==> src/mcs_mmio_led_config.svh <==
`ifndef MCS_MMIO_LED_CONFIG_SVH
`define MCS_MMIO_LED_CONFIG_SVH

// Number of LED brightness slots on the MMIO bus
`define MMIO_NUM_SLOTS 4

// MMIO word address, I/O address bits 22 down to 2
`define MMIO_ADDR_W 21

`define MMIO_DATA_W 32

// Duty register and PWM counter width
`define PWM_W 8

// Register offset inside a slot, 32 registers each
`define MMIO_REG_W 5

// Slot number above the register offset
`define MMIO_SLOT_W 6

`endif

==> src/mcs_mmio_led_pkg.sv <==
`default_nettype none

`include "mcs_mmio_led_config.svh"

package mcs_mmio_led_pkg;

    // Register offsets within one slot
    // Any other offset is reserved and reads as zero
    typedef enum logic [`MMIO_REG_W-1:0] {
        REG_DUTY = 0,
        REG_CTRL = 1
    } reg_sel_e;

    // Slot field of the MMIO word address
    typedef logic [`MMIO_SLOT_W-1:0] slot_num_t;

endpackage

`default_nettype wire

==> src/mmio_if.sv <==
`timescale 1ns/1ps
`default_nettype none

`include "mcs_mmio_led_config.svh"

// Bus between the bridge and the controller blocks
interface mmio_bus_if
    (
        input logic i_clk
    );

    logic                    cs;
    logic                    write;
    logic                    read;
    logic [`MMIO_ADDR_W-1:0] addr;
    logic [`MMIO_DATA_W-1:0] write_data;
    logic [`MMIO_DATA_W-1:0] read_data;

    modport bridge (output cs, write, read, addr, write_data, input read_data);
    modport decoder (input i_clk, cs, write, read, addr, write_data);
    modport mux (input addr, output read_data);

endinterface

// Port of a single peripheral slot
interface mmio_slot_if;

    logic                    cs;
    logic                    write;
    logic                    read;
    logic [`MMIO_REG_W-1:0]  reg_addr;
    logic [`MMIO_DATA_W-1:0] write_data;
    logic [`MMIO_DATA_W-1:0] read_data;

    modport decoder (output cs, write, read, reg_addr, write_data);
    modport core (input cs, write, read, reg_addr, write_data, output read_data);
    modport mux (input read_data);

endinterface

`default_nettype wire

==> src/io_mmio_bridge.sv <==
`timescale 1ns/1ps
`default_nettype none

`include "mcs_mmio_led_config.svh"

module io_mmio_bridge
    (
        input  logic                    i_clk,
        input  logic                    i_rst_n,
        // Processor I/O bus
        input  logic                    i_io_addr_strobe,
        input  logic                    i_io_read_strobe,
        input  logic                    i_io_write_strobe,
        input  logic [3:0]              i_io_byte_enable,
        input  logic [31:0]             i_io_address,
        input  logic [`MMIO_DATA_W-1:0] i_io_write_data,
        output logic [`MMIO_DATA_W-1:0] o_io_read_data,
        output logic                    o_io_ready,
        // MMIO bus
        mmio_bus_if.bridge              o_mmio
    );

    logic [`MMIO_DATA_W-1:0] read_data_q;
    logic                    ready_q;

    // Strobes are only valid together with the address strobe
    assign o_mmio.write      = i_io_addr_strobe && i_io_write_strobe;
    assign o_mmio.read       = i_io_addr_strobe && i_io_read_strobe;
    assign o_mmio.cs         = o_mmio.write || o_mmio.read;
    assign o_mmio.addr       = i_io_address[`MMIO_ADDR_W+1:2];
    assign o_mmio.write_data = i_io_write_data;

    always_ff @(posedge i_clk) begin
        if (!i_rst_n) begin
            ready_q     <= 1'b0;
            read_data_q <= '0;
        end else begin
            ready_q <= o_mmio.cs;
            // Held until the next read
            if (o_mmio.read) begin
                read_data_q <= o_mmio.read_data;
            end
        end
    end

    assign o_io_ready     = ready_q;
    assign o_io_read_data = read_data_q;

    // One ready pulse per access
    ready_single_cycle: assert property (@(posedge i_clk) disable iff (!i_rst_n)
        o_io_ready |=> !o_io_ready);

    // Only full-word writes are supported
    word_writes_only: assert property (@(posedge i_clk) disable iff (!i_rst_n)
        o_mmio.write |-> (i_io_byte_enable == 4'hf));

endmodule

`default_nettype wire

==> src/mmio_slot_decoder.sv <==
`timescale 1ns/1ps
`default_nettype none

`include "mcs_mmio_led_config.svh"

module mmio_slot_decoder
    (
        mmio_bus_if.decoder  i_mmio,
        mmio_slot_if.decoder o_slot [`MMIO_NUM_SLOTS]
    );

    mcs_mmio_led_pkg::slot_num_t slot_num;
    logic [`MMIO_NUM_SLOTS-1:0]  slot_cs;

    // Slot field sits just above the register offset
    assign slot_num = i_mmio.addr[`MMIO_REG_W+`MMIO_SLOT_W-1:`MMIO_REG_W];

    for (genvar g = 0; g < `MMIO_NUM_SLOTS; g++) begin : g_slot
        assign slot_cs[g] = i_mmio.cs && (slot_num == mcs_mmio_led_pkg::slot_num_t'(g));

        assign o_slot[g].cs         = slot_cs[g];
        assign o_slot[g].write      = i_mmio.write;
        assign o_slot[g].read       = i_mmio.read;
        assign o_slot[g].reg_addr   = i_mmio.addr[`MMIO_REG_W-1:0];
        assign o_slot[g].write_data = i_mmio.write_data;
    end

    // Unmapped slot numbers select nothing
    one_slot_selected: assert property (@(posedge i_mmio.i_clk)
        $onehot0(slot_cs));

endmodule

`default_nettype wire

==> src/mmio_read_mux.sv <==
`timescale 1ns/1ps
`default_nettype none

`include "mcs_mmio_led_config.svh"

module mmio_read_mux
    (
        mmio_bus_if.mux  io_mmio,
        mmio_slot_if.mux i_slot [`MMIO_NUM_SLOTS]
    );

    mcs_mmio_led_pkg::slot_num_t slot_num;
    logic [`MMIO_DATA_W-1:0]     slot_rdata [`MMIO_NUM_SLOTS];
    logic [`MMIO_DATA_W-1:0]     read_data;

    assign slot_num = io_mmio.addr[`MMIO_REG_W+`MMIO_SLOT_W-1:`MMIO_REG_W];

    for (genvar g = 0; g < `MMIO_NUM_SLOTS; g++) begin : g_gather
        assign slot_rdata[g] = i_slot[g].read_data;
    end

    // Zero unless the slot number hits an existing slot
    always_comb begin
        read_data = '0;
        for (int i = 0; i < `MMIO_NUM_SLOTS; i++) begin
            if (slot_num == mcs_mmio_led_pkg::slot_num_t'(i)) begin
                read_data = slot_rdata[i];
            end
        end
    end

    assign io_mmio.read_data = read_data;

endmodule

`default_nettype wire

==> src/pwm_led_core.sv <==
`timescale 1ns/1ps
`default_nettype none

`include "mcs_mmio_led_config.svh"

module pwm_led_core
    (
        input  logic      i_clk,
        input  logic      i_rst_n,
        mmio_slot_if.core io_slot,
        output logic      o_pwm
    );

    logic [`PWM_W-1:0]          duty_q;
    logic                       en_q;
    logic [`PWM_W-1:0]          cnt_q;
    logic [`MMIO_DATA_W-1:0]    reg_val;
    mcs_mmio_led_pkg::reg_sel_e reg_sel;

    assign reg_sel = mcs_mmio_led_pkg::reg_sel_e'(io_slot.reg_addr);

    // Register writes and free-running counter
    always_ff @(posedge i_clk) begin
        if (!i_rst_n) begin
            duty_q <= '0;
            en_q   <= 1'b0;
            cnt_q  <= '0;
        end else begin
            cnt_q <= cnt_q + 1'b1;
            if (io_slot.cs && io_slot.write) begin
                case (reg_sel)
                    mcs_mmio_led_pkg::REG_DUTY: duty_q <= io_slot.write_data[`PWM_W-1:0];
                    mcs_mmio_led_pkg::REG_CTRL: en_q   <= io_slot.write_data[0];
                    default: ;
                endcase
            end
        end
    end

    always_comb begin
        case (reg_sel)
            mcs_mmio_led_pkg::REG_DUTY: reg_val = {{(`MMIO_DATA_W-`PWM_W){1'b0}}, duty_q};
            mcs_mmio_led_pkg::REG_CTRL: reg_val = {{(`MMIO_DATA_W-1){1'b0}}, en_q};
            default:                    reg_val = '0;
        endcase
    end

    assign io_slot.read_data = (io_slot.cs && io_slot.read) ? reg_val : '0;

    // High for duty counts out of every 256
    assign o_pwm = en_q && (cnt_q < duty_q);

    // Clearing the enable bit silences the LED from the next cycle
    disable_forces_low: assert property (@(posedge i_clk) disable iff (!i_rst_n)
        (io_slot.cs && io_slot.write && (reg_sel == mcs_mmio_led_pkg::REG_CTRL)
            && !io_slot.write_data[0]) |=> !o_pwm);

endmodule

`default_nettype wire

==> src/mcs_mmio_led_top.sv <==
`timescale 1ns/1ps
`default_nettype none

`include "mcs_mmio_led_config.svh"

module mcs_mmio_led_top
    (
        input  logic                      i_clk,
        input  logic                      i_rst_n,
        // Processor I/O bus
        input  logic                      i_io_addr_strobe,
        input  logic                      i_io_read_strobe,
        input  logic                      i_io_write_strobe,
        input  logic [3:0]                i_io_byte_enable,
        input  logic [31:0]               i_io_address,
        input  logic [`MMIO_DATA_W-1:0]   i_io_write_data,
        output logic [`MMIO_DATA_W-1:0]   o_io_read_data,
        output logic                      o_io_ready,
        // External
        output logic [`MMIO_NUM_SLOTS-1:0] o_led
    );

    mmio_bus_if  mmio_bus (.i_clk(i_clk));
    mmio_slot_if slot_bus [`MMIO_NUM_SLOTS] ();

    io_mmio_bridge io_mmio_bridge_unit (
        .i_clk(i_clk),
        .i_rst_n(i_rst_n),
        .i_io_addr_strobe(i_io_addr_strobe),
        .i_io_read_strobe(i_io_read_strobe),
        .i_io_write_strobe(i_io_write_strobe),
        .i_io_byte_enable(i_io_byte_enable),
        .i_io_address(i_io_address),
        .i_io_write_data(i_io_write_data),
        .o_io_read_data(o_io_read_data),
        .o_io_ready(o_io_ready),
        .o_mmio(mmio_bus)
    );

    mmio_slot_decoder mmio_slot_decoder_unit (
        .i_mmio(mmio_bus),
        .o_slot(slot_bus)
    );

    // One LED brightness core per slot
    for (genvar g = 0; g < `MMIO_NUM_SLOTS; g++) begin : g_core
        pwm_led_core pwm_led_core_unit (
            .i_clk(i_clk),
            .i_rst_n(i_rst_n),
            .io_slot(slot_bus[g]),
            .o_pwm(o_led[g])
        );
    end

    mmio_read_mux mmio_read_mux_unit (
        .io_mmio(mmio_bus),
        .i_slot(slot_bus)
    );

endmodule

`default_nettype wire

==> config.mk <==
export PLATFORM = sky130hd
export DESIGN_NAME = mcs_mmio_led_top
export DESIGN_NICKNAME = d
export VERILOG_FILES = /design/src/mcs_mmio_led_pkg.sv /design/src/mmio_if.sv /design/src/io_mmio_bridge.sv /design/src/mmio_slot_decoder.sv /design/src/mmio_read_mux.sv /design/src/pwm_led_core.sv /design/src/mcs_mmio_led_top.sv
export VERILOG_INCLUDE_DIRS = /design/src
export SDC_FILE = /design/constraint.sdc
export NUM_CORES = 1
export LEC_CHECK = 0
export ABC_AREA = 0
export BUFFER_PORTS_ARGS = -buffer_cell sky130_fd_sc_hd__buf_4
export CORE_UTILIZATION = 39
export DETAILED_ROUTE_END_ITERATION = 10
export PLACE_DENSITY = 0.73
export SYNTH_ARGS = -nofsm -noshare
export SYNTH_HDL_FRONTEND = slang
export SYNTH_SLANG_ARGS = --single-unit
==> constraint.sdc <==
create_clock -name i_clk -period 3.3 [get_ports i_clk]
set_input_delay 0.165 -clock i_clk [delete_from_list [all_inputs] [get_ports i_clk]]
set_output_delay 0.165 -clock i_clk [all_outputs]
set_load 0.02 [all_outputs]
==> impl_metrics.tcl <==
set metrics [dict create \
    outcome "complete, no violations" \
    syn_area_mm2 0.004218 \
    grt_usage_pct 16.18 \
    dpl_cell_area_mm2 0.004478 \
    diodes 0 \
    worst_ep_required_time_ns 3.13 \
    grt_pass1_vias 2848 \
    cts_root_buffer "clkbuf_8" \
    cts_resized 0 \
    initialDrtViolationCount 195 \
    cp_data_arrival_time_ns 2.05 \
    rsz0062_at_grt "false" \
    cts_setup_buffers 0 \
    cp-start-kind "flop" \
    dp.cells 594 \
    insertion_delay_ns 0.36 \
    seq_area_frac_synth_pct 36.55 \
    cts.clk_slew.worst_paths_ns 0.07 \
    drive_above_1_share_pct 13.92 \
    p_clk_share_pct 35.6 \
    comb_power_share_pct 8.3 \
    synth_async_sr_flop_share_pct 0 \
    switching_power_w 0.0004334 \
    p_per_area_mw_per_mm2 367.0 \
    cts_sinks 77 \
    yosys_register_bits 77 \
    worst_pin_slew_ns 0.9276 \
    yosys.area.top_type_share_pct 36.55 \
    gp_congestion 0.8014 \
    syn_inst 441 \
    htreeDepth 3 \
    routed_via_density 4.998 \
    cts_tree "built" \
    die_y_um 106.0 \
    portBuffers 36 \
    fin_crit_sh_pct 67.04 \
    synth.avg_cell_area_um2 9.564 \
    antenna_found_initial 0 \
    grt_max_degree 79 \
    criticalPathCategory "reg -> out" \
    vias 3049 \
    synth_top_area_cell "dfxtp_1" \
    wl_per_cell_um 14.06 \
    dpl.hpwl_um 6407 \
    p_int_w 0.001268 \
    worst_setup_path_end_kind "output port" \
    cts_hold_buffers 0 \
    first_pass_iters 4 \
    finalInstanceArea_mm2 0.004637 \
    finalClockSkew_ns 0.005204 \
    hold_class "in -> reg" \
    pwr-share-seq_pct 56.1 \
    coreArea_mm2 0.01042 \
    final_cells 610 \
    drc 0 \
    slowest_stage "o311ai_0" \
    grt_pass1_wl_um 14050 \
    cp_max_fo 3 \
    cp_top_family "compound AO/OA/AOI/OAI gates" \
    yosysUniqueCellTypes 44 \
    relSlewSlack_pct 37.69 \
    fp.dieW_um 106.0 \
    finalHoldViolations 0 \
    setup_viol 0 \
    synthTopCellsByArea "dfxtp_1 37%, ha_1 9.5%, nor2b_1 6.7%, mux2i_1 6.4%, buf_4 5.0%" \
    cp.depth 7 \
    fillCellCount 991 \
    start_util_pct 40.49 \
    synthFlopType "dfxtp_1" \
    reg2reg_depth 4 \
    cap_violations 0 \
    synth_edf_count 0 \
    nNetsFinal 574 \
    cts_buffers 9 \
    cts_max_path_buffers 2 \
    ys.warnings.count 0 \
    rows 37 \
    die_area_mm2 0.01123 \
    min_path_cells 2 \
    p_leak_nw 1.797 \
    path_buf_inv 2 \
    place_ws_ns 1.299 \
    ios 110 \
    cp_slowest_stage_delay_ns 0.40 \
    layout_commonest_cell "dfxtp_1" \
    max_freq_mhz 452.0 \
    grt_overflow 0 \
    syn_to_final_growth_pct 9.938 \
    maxSlewViolCount 0 \
    wl_um 8576 \
    layout_common_cells "77 x dfxtp_1, 45 x nor2b_1, 36 x buf_4" \
    setup_slack_ns 1.088 \
    vdd_drop_max_mv 0.2160 \
    antenna_left 0 \
    p_sw_share_pct 25.47 \
    finalCriticalPeriod_ns 2.212 \
    final.setup.tns_ns 0 \
    crit_chain "inv_1 -> ha_1 -> a21o_1 -> a21oi_1 -> nor2b_1 -> o311ai_0 -> buf_4" \
]
metal layers:
layer / global-route usage [%] / vias up / routed length [um]
met5: 0 / - / 0
met1: 20.23 / 1460 / 3817
met3: 4.844 / 13 / 395
met2: 26.66 / 79 / 4210
met4: 5.159 / 0 / 153
li1: - / 1497 / -
cell type report:
| type | instances | area (um^2) | area share, % |
|---|---|---|---|
| multi-input combinational | 316 | 2387 | 51.48 |
| sequential | 77 | 1541 | 33.24 |
| tap | 136 | 170.2 | 3.670 |
| clock buffer | 11 | 131.4 | 2.833 |
| clock inverter | 5 | 27.53 | 0.5936 |
| inverter | 29 | 108.9 | 2.348 |
| timing repair buffer | 36 | 270.3 | 5.828 |
Yosys cell counts (all sizes together), types with 9 or more instances:
cell / n
nor2b: 45
ha: 32
xnor2: 16
mux2i: 27
and2: 28
clkbuf: 10
inv: 29
dfxtp: 77
nand2: 25
a21boi: 9
buf: 32
nand3: 24
kinds of logic (layout without fill, tap and decap cells):
group	Yosys count	count (layout)	synth area share, %
buffers and inverters	71	81	8.899
AOI/OAI and AO/OA	44	44	7.120
muxes	37	37	11.21
DFF	77	77	36.55
xor gates and xnor gates	24	24	4.984
and+or+nand+nor	155	155	21.66
adders and majority gates	32	32	9.493
other	1	24	0.08891
power by group through the flow:
stage               logic, W  clock network, W  registers (W)
floorplan           0.000116                 0       0.000973
global placement    0.000137                 0       0.000975
detailed placement  0.000141                 0       0.000976
CTS                 0.000142          0.000627       0.000954
global route        0.000157          0.000666       0.000956
finish              0.000142          0.000606       0.000954
metrics by stage:
step | power, W | util (%) | hold WS [ns]
after floorplan | 0.001089 | - | 0.2984
after global placement | 0.001112 | 42.99 | 0.4205
after detailed placement | 0.001117 | 42.99 | 0.4184
after CTS | 0.001724 | 44.52 | 0.04632
after global routing | 0.001780 | 44.52 | 0.05020
final | 0.001702 | 44.52 | 0.06050
flip-flops by register name, summed over array words and instances, names as in the netlist:
register / count
io_mmio_bridge_unit.o_io_ready: 1
g_core.pwm_led_core_unit.duty_q: 32
g_core.pwm_led_core_unit.en_q: 4
io_mmio_bridge_unit.o_io_read_data: 8
g_core.pwm_led_core_unit.cnt_q: 32
final timing paths:
check | start | end | slack (ns)
hold / removal | i_io_read_strobe | io_mmio_bridge_unit.o_io_ready$_SDFF_PN0_ | 0.06
setup / recovery | g_core[2].pwm_led_core_unit.duty_q[1]$_SDFFE_PN0P_ | o_led[2] | 1.09
setup reg to reg | g_core[2].pwm_led_core_unit.cnt_q[2]$_SDFF_PN0_ | g_core[2].pwm_led_core_unit.cnt_q[5]$_SDFF_PN0_ | 2.12
hold reg to reg | g_core[3].pwm_led_core_unit.cnt_q[0]$_SDFF_PN0_ | g_core[3].pwm_led_core_unit.cnt_q[0]$_SDFF_PN0_ | 0.46
(Power assumes the default switching activity.)
